## config.mk

```make
export PLATFORM = sky130hd
export DESIGN_NAME = masku
export DESIGN_NICKNAME = d
export VERILOG_FILES = /design/src/design/masku_pkg.sv /design/src/design/masku_ctrl.sv /design/src/design/mask_alu.sv /design/src/design/result_queue.sv /design/src/design/masku.sv
export SDC_FILE = /design/constraint.sdc
export NUM_CORES = 1
export LEC_CHECK = 0
export BUFFER_PORTS_ARGS = -buffer_cell sky130_fd_sc_hd__buf_4
export CAP_MARGIN = 20
export CELL_PAD_IN_SITES_DETAIL_PLACEMENT = 2
export CELL_PAD_IN_SITES_GLOBAL_PLACEMENT = 2
export CORE_AREA = 2 2 226 228
export CTS_CLUSTER_DIAMETER = 50
export DETAILED_ROUTE_END_ITERATION = 10
export DIE_AREA = 0 0 228 230
export PLACE_DENSITY_LB_ADDON = 0.1
export SLEW_MARGIN = 15
export SYNTH_ARGS = -nofsm -noshare
export SYNTH_HDL_FRONTEND = slang
export SYNTH_SLANG_ARGS = --single-unit
```

## constraint.sdc

```tcl
create_clock -name clk_i -period 24.9 [get_ports clk_i]
set_clock_uncertainty 0.2 [all_clocks]
set_input_delay 6.225 -clock clk_i [delete_from_list [all_inputs] [get_ports clk_i]]
set_output_delay 6.225 -clock clk_i [all_outputs]
set_load 0.01 [all_outputs]
```

## src/design/masku_pkg.sv

```systemverilog
// Mask unit package
// Lane count, word and beat sizes, and the vector types shared by the
// control, the ALU and the result queue

package masku_pkg;

  // Number of lanes delivering one word each per beat
  localparam int unsigned NrLanes = 2;
  // Width of one lane word
  localparam int unsigned ElenBits = 64;
  // Bits per beat over all lanes
  localparam int unsigned BeatBits = NrLanes * ElenBits;
  // Number of instruction ids
  localparam int unsigned NrVInsn = 8;
  // Entries of the result queue
  localparam int unsigned ResultQueueDepth = 2;

  // One lane's data word
  typedef logic [ElenBits-1:0] elen_t;
  // One beat over all lanes, lane 0 in the low word
  typedef logic [BeatBits-1:0] beat_t;
  // Vector length or remaining bit count
  typedef logic [15:0] vlen_t;
  // Instruction id
  typedef logic [$clog2(NrVInsn)-1:0] vid_t;
  // Register-file word address
  typedef logic [7:0] vaddr_t;
  // One bit per instruction id
  typedef logic [NrVInsn-1:0] vinsn_mask_t;
  // One bit per lane
  typedef logic [NrLanes-1:0] lane_mask_t;

endpackage

```

## src/design/masku_ctrl.sv

```systemverilog
// Mask unit control
// Holds one instruction, counts the bits still to issue and the beats
// still to retire, accepts operand beats and pulses done per id

`timescale 1ns/1ps

module masku_ctrl import masku_pkg::*; (
  input  logic        clk_i,
  input  logic        rst_ni,
  // Instruction from the sequencer
  input  logic        req_valid_i,
  input  vlen_t       req_vl_i,
  input  logic        req_vm_i,
  input  vid_t        req_id_i,
  input  vaddr_t      req_vd_i,
  output logic        req_ready_o,
  // Operand handshake with the lanes
  input  lane_mask_t  opa_valid_i,
  input  lane_mask_t  opb_valid_i,
  input  lane_mask_t  opm_valid_i,
  output lane_mask_t  opa_ready_o,
  output lane_mask_t  opb_ready_o,
  output lane_mask_t  opm_ready_o,
  // Result queue status
  input  logic        q_full_i,
  input  logic        q_retire_i,
  // Current beat towards ALU and queue
  output logic        vm_o,
  output vlen_t       issue_left_o,
  output logic        push_o,
  output vaddr_t      push_addr_o,
  output vid_t        id_o,
  output vinsn_mask_t done_o
);

  // Instruction slot
  logic   busy_q;
  logic   vm_q;
  vid_t   id_q;
  vaddr_t addr_q;
  // Bits still to issue, saturating at zero
  vlen_t  issue_left_q;
  vlen_t  issue_next;
  // Beats pushed but not yet retired
  logic [$clog2(ResultQueueDepth):0] pending_q, pending_d;
  logic        accept;
  logic        operands_ok;
  logic        push;
  logic        finish;
  vinsn_mask_t done_d;

  // Only one instruction in flight
  assign req_ready_o = !busy_q;
  assign accept      = req_valid_i && !busy_q;

  // Mask lanes only matter for masked instructions
  assign operands_ok = (&opa_valid_i) && (&opb_valid_i) && (vm_q || (&opm_valid_i));
  assign push = busy_q && (issue_left_q != '0) && operands_ok && !q_full_i;

  // Readies pulse for all lanes in the consuming cycle only
  assign opa_ready_o = {NrLanes{push}};
  assign opb_ready_o = {NrLanes{push}};
  assign opm_ready_o = {NrLanes{push && !vm_q}};

  assign vm_o         = vm_q;
  assign issue_left_o = issue_left_q;
  assign push_o       = push;
  assign push_addr_o  = addr_q;
  assign id_o         = id_q;

  // One beat covers BeatBits bits, the last one may be partial
  assign issue_next = (issue_left_q > vlen_t'(BeatBits)) ?
                      issue_left_q - vlen_t'(BeatBits) : '0;

  always_comb begin
    pending_d = pending_q;
    if (push) begin
      pending_d = pending_d + 1'b1;
    end
    if (q_retire_i) begin
      pending_d = pending_d - 1'b1;
    end
  end

  // Last beat retired and nothing left to issue
  assign finish = busy_q && q_retire_i && (issue_left_q == '0) && (pending_d == '0);

  always_comb begin
    done_d = '0;
    done_d[id_q] = finish;
  end

  always_ff @(posedge clk_i or negedge rst_ni) begin
    if (!rst_ni) begin
      busy_q       <= 1'b0;
      issue_left_q <= '0;
      pending_q    <= '0;
      done_o       <= '0;
    end else begin
      pending_q <= pending_d;
      done_o    <= done_d;
      if (accept) begin
        busy_q       <= 1'b1;
        issue_left_q <= req_vl_i;
      end else begin
        if (push) begin
          issue_left_q <= issue_next;
        end
        // Slot is freed by the same edge that raises done
        if (finish) begin
          busy_q <= 1'b0;
        end
      end
    end
  end

  // Instruction fields and beat address
  always_ff @(posedge clk_i) begin
    if (accept) begin
      vm_q   <= req_vm_i;
      id_q   <= req_id_i;
      addr_q <= req_vd_i;
    end else if (push) begin
      addr_q <= addr_q + 1'b1;
    end
  end

endmodule

```

## src/design/mask_alu.sv

```systemverilog
// Mask ALU
// Builds the bit enable of one beat from the remaining length and the
// mask, then merges the ALU result into the old destination value

`timescale 1ns/1ps

module mask_alu import masku_pkg::*; (
  input  beat_t opa_i,
  input  beat_t opb_i,
  input  beat_t opm_i,
  input  logic  vm_i,
  input  vlen_t issue_left_i,
  output beat_t result_o
);

  // Bits below the remaining vector length
  beat_t vl_en;
  // Bits allowed by the mask
  beat_t mask_en;
  // Final per-bit select
  beat_t bit_en;

  always_comb begin
    for (int i = 0; i < BeatBits; i++) begin
      vl_en[i] = vlen_t'(i) < issue_left_i;
    end
  end

  // Unmasked instructions enable every bit
  assign mask_en = vm_i ? '1 : opm_i;

  assign bit_en = vl_en & mask_en;

  // Tail and masked-off bits keep the old destination value
  assign result_o = (opa_i & bit_en) | (opb_i & ~bit_en);

endmodule

```

## src/design/result_queue.sv

```systemverilog
// Result queue of the mask unit
// Small ring of beats waiting for write-back, each lane requests on its
// own and the head entry retires once every lane was granted

`timescale 1ns/1ps

module result_queue import masku_pkg::*; (
  input  logic       clk_i,
  input  logic       rst_ni,
  // Push side
  input  logic       push_i,
  input  beat_t      push_data_i,
  input  vaddr_t     push_addr_i,
  input  vid_t       push_id_i,
  output logic       full_o,
  // Write-back side
  output logic       retire_o,
  output lane_mask_t result_req_o,
  output vaddr_t     result_addr_o,
  output vid_t       result_id_o,
  output beat_t      result_wdata_o,
  input  lane_mask_t result_gnt_i
);

  // Entry payload, one word per lane
  elen_t  [ResultQueueDepth-1:0][NrLanes-1:0] wdata_q;
  vaddr_t [ResultQueueDepth-1:0] addr_q;
  vid_t   [ResultQueueDepth-1:0] id_q;
  // Lanes still requesting, per entry
  lane_mask_t [ResultQueueDepth-1:0] valid_q;

  logic [$clog2(ResultQueueDepth)-1:0] wr_ptr_q, rd_ptr_q;
  logic [$clog2(ResultQueueDepth):0]   cnt_q;

  lane_mask_t head_left;
  logic       retire;

  assign full_o = cnt_q == ($clog2(ResultQueueDepth) + 1)'(ResultQueueDepth);

  // Head entry towards the lanes
  assign result_req_o   = valid_q[rd_ptr_q];
  assign result_addr_o  = addr_q[rd_ptr_q];
  assign result_id_o    = id_q[rd_ptr_q];
  assign result_wdata_o = wdata_q[rd_ptr_q];

  // Lanes of the head still waiting after this cycle's grants
  assign head_left = valid_q[rd_ptr_q] & ~result_gnt_i;
  assign retire    = (cnt_q != '0) && (head_left == '0);
  assign retire_o  = retire;

  always_ff @(posedge clk_i or negedge rst_ni) begin
    if (!rst_ni) begin
      valid_q  <= '0;
      wr_ptr_q <= '0;
      rd_ptr_q <= '0;
      cnt_q    <= '0;
    end else begin
      // Granted lanes drop their request
      valid_q[rd_ptr_q] <= head_left;
      if (retire) begin
        rd_ptr_q <= (rd_ptr_q == ResultQueueDepth - 1) ? '0 : rd_ptr_q + 1'b1;
      end
      // A push never targets a live head, so it may overwrite here
      if (push_i) begin
        valid_q[wr_ptr_q] <= '1;
        wr_ptr_q <= (wr_ptr_q == ResultQueueDepth - 1) ? '0 : wr_ptr_q + 1'b1;
      end
      if (push_i && !retire) begin
        cnt_q <= cnt_q + 1'b1;
      end else if (!push_i && retire) begin
        cnt_q <= cnt_q - 1'b1;
      end
    end
  end

  always_ff @(posedge clk_i) begin
    if (push_i) begin
      wdata_q[wr_ptr_q] <= push_data_i;
      addr_q[wr_ptr_q]  <= push_addr_i;
      id_q[wr_ptr_q]    <= push_id_i;
    end
  end

endmodule

```

## src/design/masku.sv

```systemverilog
// Mask unit top level
// Merges mask-logical ALU results into the old destination under vl and
// the mask, and writes them back to the lanes through a result queue

`timescale 1ns/1ps

module masku import masku_pkg::*; (
  input  logic        clk_i,
  input  logic        rst_ni,
  // Sequencer
  input  logic        req_valid_i,
  input  vlen_t       req_vl_i,
  input  logic        req_vm_i,
  input  vid_t        req_id_i,
  input  vaddr_t      req_vd_i,
  output logic        req_ready_o,
  // Operands from the lanes
  input  lane_mask_t  opa_valid_i,
  input  lane_mask_t  opb_valid_i,
  input  lane_mask_t  opm_valid_i,
  input  beat_t       opa_i,
  input  beat_t       opb_i,
  input  beat_t       opm_i,
  output lane_mask_t  opa_ready_o,
  output lane_mask_t  opb_ready_o,
  output lane_mask_t  opm_ready_o,
  // Write-back to the lanes
  output lane_mask_t  result_req_o,
  output vaddr_t      result_addr_o,
  output vid_t        result_id_o,
  output beat_t       result_wdata_o,
  input  lane_mask_t  result_gnt_i,
  // Completion
  output vinsn_mask_t done_o
);

  logic   q_full;
  logic   q_retire;
  logic   vm;
  vlen_t  issue_left;
  logic   push;
  vaddr_t push_addr;
  vid_t   push_id;
  beat_t  alu_result;

  masku_ctrl i_ctrl (
    .clk_i, .rst_ni,
    .req_valid_i, .req_vl_i, .req_vm_i, .req_id_i, .req_vd_i, .req_ready_o,
    .opa_valid_i, .opb_valid_i, .opm_valid_i,
    .opa_ready_o, .opb_ready_o, .opm_ready_o,
    .q_full_i     (q_full),
    .q_retire_i   (q_retire),
    .vm_o         (vm),
    .issue_left_o (issue_left),
    .push_o       (push),
    .push_addr_o  (push_addr),
    .id_o         (push_id),
    .done_o
  );

  mask_alu i_alu (
    .opa_i, .opb_i, .opm_i,
    .vm_i         (vm),
    .issue_left_i (issue_left),
    .result_o     (alu_result)
  );

  result_queue i_queue (
    .clk_i, .rst_ni,
    .push_i      (push),
    .push_data_i (alu_result),
    .push_addr_i (push_addr),
    .push_id_i   (push_id),
    .full_o      (q_full),
    .retire_o    (q_retire),
    .result_req_o, .result_addr_o, .result_id_o, .result_wdata_o, .result_gnt_i
  );

endmodule

```

==> impl_results.md, run 1 <==
- RSZ-0062 raised after global routing: false
- Final Hold Fails: 0
- Largest net degree at the start of global routing: 74
- Pre-CTS WS: 10,830 ps
- Post-route minimum period: 14,040 ps
- Comb power frac: 0.268
- HPWL reported at the end of detailed placement: 49.3 mm
- Adder-cell share of the synthesized area: 0.00325
- Post-route cell area: 21,900 µm²
- Placed instance count: 2,256
- Clock latency on the worst-skew pair: 550 ps
- Most used DFF post-synth: edfxtp_1
- Largest family of logic cells by synthesized area: multiplexers
- Initial Utilization: 0.309
- WL/cell: 28.5 µm
- DR vias/cell: 5.12
- Slew Limit Headroom: 0.309
- Max Root-Sink Buffers: 3
- DIE AREA: 52,400 µm²
- Cts hold-fix bufs: 0
- Synth Area in XOR/XNOR: 0.00739
- Num rows: 82
- GR Overflow Total: 0
- Post-DP Area: 20,400 µm²
- Max Slew Vio Count: 0
- CP startpoint kind: input pin
- Clock share of power: 0.361
- Ys async rst share: 0.108
- Synth Area in Simple Gates: 0.0604
- Syn nets: 1,493
- Finished Layout Cells: 2,345
- Share of cells above drive strength 1: 0.570
- Number of synthesis warnings: 0
- CP required: 18,480 ps
- Via count: 12.0k
- Cell area after synthesis: 15,400 µm²
- Gp weighted congestion: 0.903
- # IOs: 579
- # setup viols final: 0
- Status: completed
- Worst hold path class: flip-flop to flip-flop
- Fin crit share: 0.564
- DRC: 0
- Fmax: 71.2 MHz
- Register bit total from synthesis: 325
- CTS tree: yes
- Sequential share of power: 0.371
- Post-synthesis mux area share: 0.198
- Num CTS Buffers: 43
- Clk sinks: 325
- Synth Instances: 1,066
- Root Driver: clkbuf_16
- Number of synthesized flops with an enable pin: 290
- Initial antenna violation count: 9
- Core Area: 49,900 µm²
- # resized after CTS: 0
- Max VDD drop: 39.8 µV
- Leakage: 8.57 nW
- First-pass GRT wire length: 94.6 mm
- Power Density: 80.6 nW/µm²
- Antenna violation net count after detailed routing: 0
- Port Buffers: 578
- Pre-antenna DRT Iters: 5
- Postcts setup bufs: 0
- Die X: 228 µm
- CP Max Fanout: 19
- Layout Nets: 2,056
- Synth top area share: 0.565
- Synth Area in Compound Gates: 0.0850
- Syn_area_per_cell: 14.4 µm²
- Area growth from synthesis to layout: 41.9%
- Seq/Total Area, Yosys: 0.622
- Sw Share: 0.288
- Drt first-iter violations: 520
- Vias in the first global route: 13.2k
- Synth area leaders: edfxtp_1 57%, mux2_2 20%, dfrtp_1 5.7%, o221ai_1 3.4%, nor2_1 1.5%
- Setup CP Type: input pin to output port
- Count leader, synth: edfxtp_1
- Internal: 1.25 mW
- Post-synth top cells: 290 x edfxtp_1, 267 x mux2_2, 60 x nor2_1, 60 x o221ai_1, 56 x nand2_1
- WP data arrival: 7620 ps
- P_sw: 0.508 mW
- Critical Path End Type: output port
- TNS Setup: 0 ps
- Htree depth: 2
- Final wirelength: 66.9 mm
- Global-route usage over all layers: 0.249
- Worst Max-Slew Pin Slew: 1040 ps
- Die Span Y: 230 µm
- Max_cap viols: 0
- CTS clock-pin slew for the worst setup and hold paths: 50 ps
- Netlist cell types: 57
- Largest area contributor in the netlist: edfxtp_1
- Slack of the critical path: 10,860 ps
## power groups by stage
| stage | combinational [mW] | sequential [mW] | clock, mW |
|---|---|---|---|
| floorplan | 0.250 | 0.647 | 0 |
| global placement | 0.471 | 0.665 | 0 |
| detailed placement | 0.477 | 0.667 | 0 |
| CTS | 0.480 | 0.656 | 0.650 |
| global route | 0.500 | 0.660 | 0.672 |
| finish | 0.472 | 0.655 | 0.636 |
## per-layer routing
layer / part of all wire / wire length, µm / GRT usage / vias to the layer above
met5: 0.00021 / 14 / 0 / -
met3: 0.058 / 3880 / 0.0537 / 78
met1: 0.40 / 26700 / 0.300 / 6201
met4: 0.025 / 1670 / 0.0758 / 2
li1: - / - / - / 5321
met2: 0.52 / 34700 / 0.445 / 402
## worst paths after layout
path	start	end	slack (ps)	cells past startpoint
setup / recovery	opa_valid_i[1]	opa_ready_o[1]	10860	6
hold / removal	i_ctrl.pending_q[1]$_DFF_PN0_	i_ctrl.pending_q[1]$_DFF_PN0_	280	1
setup reg to reg	i_ctrl.issue_left_o[4]$_DFFE_PN0P_	i_queue.wdata_q[212]$_DFFE_PP_	20890	5
hold reg to reg	i_ctrl.pending_q[1]$_DFF_PN0_	i_ctrl.pending_q[1]$_DFF_PN0_	280	1
max in group asynchronous	rst_ni	i_queue.rd_ptr_q$_DFFE_PN0P_	18670	1
min in group asynchronous	rst_ni	i_ctrl.done_o[2]$_DFF_PN0_	5430	1
## worst max-delay path, cell delays in order
cell and delay, ps:
buf_4 80, nand2_1 40, or4_1 520, o21bai_4 320, inv_2 260, buf_4 170
## through the flow
step	hold WS (ps)	power, mW	utilization
6_report	277	1.76	0.438
5_1_grt	303	1.83	0.438
4_1_cts	275	1.79	0.438
3_5_place_dp	264	1.14	0.409
3_3_place_gp	256	1.14	0.409
2_1_floorplan	238	0.897	-
## layout by cell type, fill, tap and decap left out, types with 3 or more instances in the layout
cell type   instances
o21ai_0            27
nand2_1            56
o221ai_1           60
clkinvlp_4          4
nor3_1             12
edfxtp_1          290
clkbuf_16          45
o211ai_1            3
nand3_1            12
ha_1                4
xor2_1              7
a22o_1              7
a21o_1              4
mux2_2            267
or4_1               5
and2_1              6
clkinv_2            6
nand2b_1            6
or2_2               3
diode_2            11
a21oi_1            26
a221o_1             3
o22ai_1            33
buf_4             591
xnor2_1             6
nor2_1             57
clkinv_1            8
o21a_1              9
and3_1              8
clkbuf_1            5
or3_1               3
dfrtp_1            33
bufinv_16           6
inv_1              10
## sequential cells by signal, summed over array words and instances (netlist names), 3 cells and up
signal	count
i_queue.id_q	6
i_queue.addr_q	16
i_queue.valid_q	4
i_ctrl.push_addr_o	8
i_ctrl.issue_left_o	16
i_ctrl.id_o	3
i_queue.wdata_q	256
i_ctrl.done_o	8
## kinds of logic (layout without fill, tap and decap cells)
family	Yosys count	after routing
compound gates	182	182
xor+xnor	13	13
fa+ha+maj	4	4
buf+inv	84	680
flops	325	325
mux	270	270
other cells	0	11
simple gates	188	188
## cell type report
class	instances	area [µm²]
fillers	5117	28000
flip-flops and latches	325	9590
multi-input cells	657	5460
repair buffers	591	4440
clock buffers	50	1140
well taps	672	841
clock inverters	28	308
inverters	11	41.3
diodes	11	27.5
(Power assumes the default switching activity.)
==> inputs of run 2 (changes only) <==
CORE_AREA = unset   (was 2 2 226 228)
CORE_ASPECT_RATIO = 1.4   (was unset)
CORE_MARGIN = 1.5   (was unset)
CORE_UTILIZATION = 29   (was unset)
DIE_AREA = unset   (was 0 0 228 230)
clock period = 12.1 ns   (was 24.9 ns; I/O delays follow)
==> run 2 against run 1 <==
  * Global-route usage decreased by 0.39 points
  * Sequential power increased by 110%
  * Largest power group unchanged
  * Flip-flop and latch count unchanged
  * Clock power increased by 95%
  * Non-clock buffer count unchanged
==> impl_results.md, run 2 (synthesis gave the netlist of run 1 again) <==
- CP Capture Point: opb_ready_o[0]
- CP required: 8880 ps
- Register-to-register setup slack: 8360 ps
- Clock latency on the worst-skew pair: 550 ps
- CTS tree: yes
- Final wirelength: 68.5 mm
- Setup CP Type: input pin to output port
- Postcts setup bufs: 0
- DR vias/cell: 4.97
- # IOs: 579
- # setup viols final: 0
- WP data arrival: 4470 ps
- DIE AREA: 54,500 µm²
- Max Root-Sink Buffers: 3
- Share of cells above drive strength 1: 0.571
- Worst Setup SP: opa_valid_i[1]
- Via count: 11.8k
- Gp weighted congestion: 0.785
- TNS Setup: 0 ps
- Global-route usage over all layers: 0.245
- Layout Nets: 2,054
- Area growth from synthesis to layout: 42.0%
- Worst r2r src: i_ctrl.issue_left_o[14]$_DFFE_PN0P_
- HPWL reported at the end of detailed placement: 50.7 mm
- Antenna violation net count after detailed routing: 0
- Most frequent cells in the layout: 587 x buf_4, 290 x edfxtp_1, 267 x mux2_2, 60 x o221ai_1, 57 x nor2_1
- RR Endpoint: i_queue.wdata_q[69]$_DFFE_PP_
- R2R depth: 5
- CP startpoint kind: input pin
- Htree depth: 2
- Max VDD drop: 110 µV
- Num rows: 99
- RSZ-0062 raised after global routing: false
- Pre-antenna DRT Iters: 6
- Max Slew Vio Count: 0
- DRC: 0
- Status: completed
- Worst Max-Slew Pin Slew: 1120 ps
- Clk sinks: 325
- Initial antenna violation count: 21
- Post-route minimum period: 7690 ps
- WL/cell: 28.8 µm
- Final Hold Fails: 0
- Power Density: 163 nW/µm²
- Fin util: 0.418
- Cts hold-fix bufs: 0
- Die Span Y: 276 µm
- Max_cap viols: 0
- Largest net degree at the start of global routing: 130
- Vias in the first global route: 13.1k
- Core Area: 52,300 µm²
- Critical Path End Type: output port
- First-pass GRT wire length: 93.6 mm
- # resized after CTS: 0
- CP Max Fanout: 19
- Most flop-heavy register: i_queue.wdata_q
- Slew Limit Headroom: 0.254
- GR Overflow Total: 0
- Commonest non-fill, non-tap cell in the layout: buf_4
- Initial Utilization: 0.295
- Port Buffers: 578
- Drt first-iter violations: 475
- Largest register FFs: 256
- Worst hold path class: flip-flop to flip-flop
- Fin crit share: 0.636
- Num CTS Buffers: 41
- CTS clock-pin slew for the worst setup and hold paths: 50 ps
- Root Driver: clkbuf_16
- Die X: 198 µm
- Fmax: 130 MHz
- Leakage: 8.54 nW
==> run 2: cell count changes in the layout (fill, tap and decap cells not counted), sizes merged <==
cell,delta
clkbuf,+2
bufinv,-2
inv,+3
clkinv,-9
diode,+6
==> run 2: worst min path at each step <==
stage	slack (ps)	end	cells past startpoint	from
floorplan	240	i_ctrl.pending_q[1]$_DFF_PN0_	1	i_ctrl.pending_q[1]$_DFF_PN0_
global placement	260	i_queue.valid_q[2]$_DFF_PN0_	1	i_queue.valid_q[2]$_DFF_PN0_
detailed placement	260	i_ctrl.pending_q[1]$_DFF_PN0_	1	i_ctrl.pending_q[1]$_DFF_PN0_
CTS	280	i_queue.valid_q[2]$_DFF_PN0_	1	i_queue.valid_q[2]$_DFF_PN0_
global route	290	i_ctrl.pending_q[1]$_DFF_PN0_	1	i_ctrl.pending_q[1]$_DFF_PN0_
finish	270	i_queue.valid_q[2]$_DFF_PN0_	1	i_queue.valid_q[2]$_DFF_PN0_
==> run 2: layout make-up <==
type	count	area, µm²
fill	5455	30400
sequential	325	9590
multi-input combinational	657	5460
timing repair buffer	591	4480
clock buffer	52	1120
tap	707	885
clock inverter	20	238
antenna	17	42.5
inverter	11	41.3
==> run 2: critical path, cell delays in order <==
cell,delay [ps]
buf_4,80
nand2_1,40
or4_1,550
o21bai_4,340
inv_2,270
buf_4,170
==> run 2: metal layers <==
layer	wire length [µm]	GRT usage	vias up
met4	2710	0.123	6
met2	36900	0.452	444
li1	-	-	5297
met5	39	0	-
met1	23800	0.257	5967
met3	5120	0.0641	107
==> run 2: stage by stage <==
step	cells	hold slack, ps	area, µm²	total power, mW	setup WS [ps]
floorplan	1066	238	15400	1.85	1450
global placement	2289	264	20400	2.33	4440
detailed placement	2290	263	20400	2.35	4390
CTS	2362	278	21800	3.60	4390
global route	2380	293	21900	3.69	4320
finish	2380	273	21900	3.55	4410
==> run 2: report_power, final <==
part | switching [mW] | internal, mW | total, mW | leakage [nW]
Sequential | 0.0782 | 1.28 | 1.36 | 3.05
Combinational | 0.465 | 0.496 | 0.961 | 4.83
Clock | 0.491 | 0.747 | 1.24 | 0.654
==> inputs of run 3 (changes only) <==
ABC_AREA = 1   (was unset)
clock period = 7.12 ns   (was 12.1 ns; I/O delays follow)
==> run 3 against run 2 <==
  * Count of clock-buffer cells in the layout down 1
  * Synthesized cell count is 53% higher
  * Flip-flop and latch count did not move
  * Power is 81% higher
  * Largest cell class unchanged
==> impl_results.md, run 3 <==
- Status: completed
- Number of synthesized flops with an enable pin: 290
- Max Slew Vio Count: 0
- Synth area leaders: edfxtp_1 55%, nand2_1 14%, dfrtp_1 5.5%, o21ai_0 5.2%, inv_1 3.5%
- TNS Setup: 0 ps
- Hold path depth: 0
- First-pass GRT wire length: 107 mm
- Power Density: 290 nW/µm²
- Post-synth top cells: 598 x nand2_1, 290 x edfxtp_1, 164 x o21ai_0
- Internal: 4.20 mW
- Count leader, synth: nand2_1
- Syn_area_per_cell: 9.68 µm²
- Hold Slack: 307 ps
- Syn nets: 2,058
- R2R depth: 8
- # resized after CTS: 0
- Die Span Y: 279 µm
- Comb power frac: 0.325
- Clk sinks: 325
- Most flop-heavy register: i_queue.wdata_q
- DR vias/cell: 4.91
- Num rows: 101
- Sequential share of power: 0.354
- Setup CP Type: input pin to output port
- Postcts setup bufs: 0
- Slack of the critical path: 2220 ps
- Pre-CTS WS: 2170 ps
- Placed instance count: 2,869
- RSZ-0062 raised after global routing: false
- Clock share of power: 0.321
- Die X: 200 µm
- Worst Max-Slew Pin Slew: 1210 ps
- CTS tree: yes
- Largest net degree at the start of global routing: 110
- Fin crit share: 0.688
- CP required: 5140 ps
- Antenna violation net count after detailed routing: 0
- Drt first-iter violations: 521
- Final Hold Fails: 0
- Share of cells above drive strength 1: 0.327
- Htree depth: 2
- Sw Share: 0.347
- Largest register FFs: 256
- P_sw: 2.23 mW
- Gp weighted congestion: 0.857
- Most used DFF post-synth: edfxtp_1
- HPWL reported at the end of detailed placement: 56.9 mm
- Slew Limit Headroom: 0.188
- Cell area after synthesis: 15,800 µm²
- Synth Instances: 1,631
- Finished Layout Cells: 2,956
- Final wirelength: 75.3 mm
- CP Max Fanout: 10
- GR Overflow Total: 0
- Initial Utilization: 0.293
- Global-route usage over all layers: 0.264
- CP startpoint kind: input pin
- DIE AREA: 55,900 µm²
- Cts hold-fix bufs: 0
- Layout Nets: 2,617
- Ys async rst share: 0.108
- Fmax: 204 MHz
- Number of synthesis warnings: 0
- Seq/Total Area, Yosys: 0.607
- Post-route minimum period: 4900 ps
- Port Buffers: 578
- Via count: 14.5k
- Critical Path End Type: output port
- Most frequent cells in the layout: 598 x nand2_1, 589 x buf_4, 290 x edfxtp_1, 163 x o21ai_0, 149 x inv_1
- Max_cap viols: 0
- Register bit total from synthesis: 325
- Pre-antenna DRT Iters: 5
- Area growth from synthesis to layout: 40.5%
- Core Area: 54,000 µm²
- Vias in the first global route: 15.8k
- Num CTS Buffers: 40
- Commonest non-fill, non-tap cell in the layout: nand2_1
- Initial antenna violation count: 15
- Root Driver: clkbuf_16
- # setup viols final: 0
- Leakage: 9.89 nW
- DRC: 0
- Clock latency on the worst-skew pair: 570 ps
- Synth top area share: 0.552
- CTS clock-pin slew for the worst setup and hold paths: 50 ps
- Max VDD drop: 159 µV
- Worst hold path class: flip-flop to flip-flop
- WL/cell: 25.5 µm
- Max Root-Sink Buffers: 3
- # IOs: 579
- WP data arrival: 2920 ps
- Netlist cell types: 38
- Largest area contributor in the netlist: edfxtp_1
-- run 3: through the flow --
stage / power, mW / area (µm²) / utilization
floorplan: 3.26 / 15800 / -
global route: 6.74 / 22200 / 0.411
global placement: 4.37 / 20800 / 0.386
finish: 6.43 / 22200 / 0.411
detailed placement: 4.44 / 20800 / 0.386
CTS: 6.52 / 22100 / 0.410
-- run 3: layout make-up --
type,instances,area (µm²)
well taps,721,902
inverters,155,589
diodes,13,32.5
fillers,6001,31800
repair buffers,590,4440
flip-flops and latches,325,9590
clock buffers,51,1090
multi-input cells,1078,5310
clock inverters,23,223
-- run 3: worst paths after layout --
path / start / end / slack (ps)
max: opa_valid_i[0] / opa_ready_o[0] / 2220
min: i_ctrl.push_addr_o[1]$_DFFE_PP_ / i_queue.addr_q[9]$_DFFE_PP_ / 310
max reg2reg: i_ctrl.issue_left_o[9]$_DFFE_PN0P_ / i_queue.wdata_q[104]$_DFFE_PP_ / 3240
min reg2reg: i_ctrl.push_addr_o[1]$_DFFE_PP_ / i_queue.addr_q[9]$_DFFE_PP_ / 310
max in group asynchronous: rst_ni / i_queue.rd_ptr_q$_DFFE_PN0P_ / 5360
min in group asynchronous: rst_ni / i_ctrl.done_o[5]$_DFF_PN0_ / 970
-- run 3: logic make-up after synthesis --
kind of cell | count (synthesis) | synth area share
multiplexers | 37 | 0.0264
AO/OA/AOI/OAI | 283 | 0.107
AND/OR/NAND/NOR | 741 | 0.191
buffers and inverters | 228 | 0.0585
XOR/XNOR | 13 | 0.00721
adder cells (fa/ha/maj) | 4 | 0.00317
flip-flops | 325 | 0.607
-- run 3: routing by layer --
| metal | part of all wire | wire (µm) | track usage | up-vias |
|---|---|---|---|---|
| met2 | 0.54 | 40800 | 0.501 | 477 |
| met1 | 0.37 | 27600 | 0.288 | 7264 |
| met3 | 0.064 | 4830 | 0.0617 | 93 |
| met4 | 0.025 | 1890 | 0.0783 | 8 |
| li1 | - | - | - | 6670 |
| met5 | 0.00072 | 54 | 0 | - |
-- run 3: critical path, stage by stage --
cell	delay (ps)
buf_4	80
nand2_1	40
nor2_1	80
nand3_1	70
nor2_1	300
nand2_4	200
inv_1	200
buf_4	160
-- run 3: power by group through the flow --
stage	clock (mW)	combinational (mW)	sequential, mW
after floorplan	0	0.995	2.26
after global placement	0	2.06	2.31
after detailed placement	0	2.12	2.32
after CTS	2.11	2.14	2.28
after global routing	2.18	2.28	2.29
final	2.06	2.09	2.28
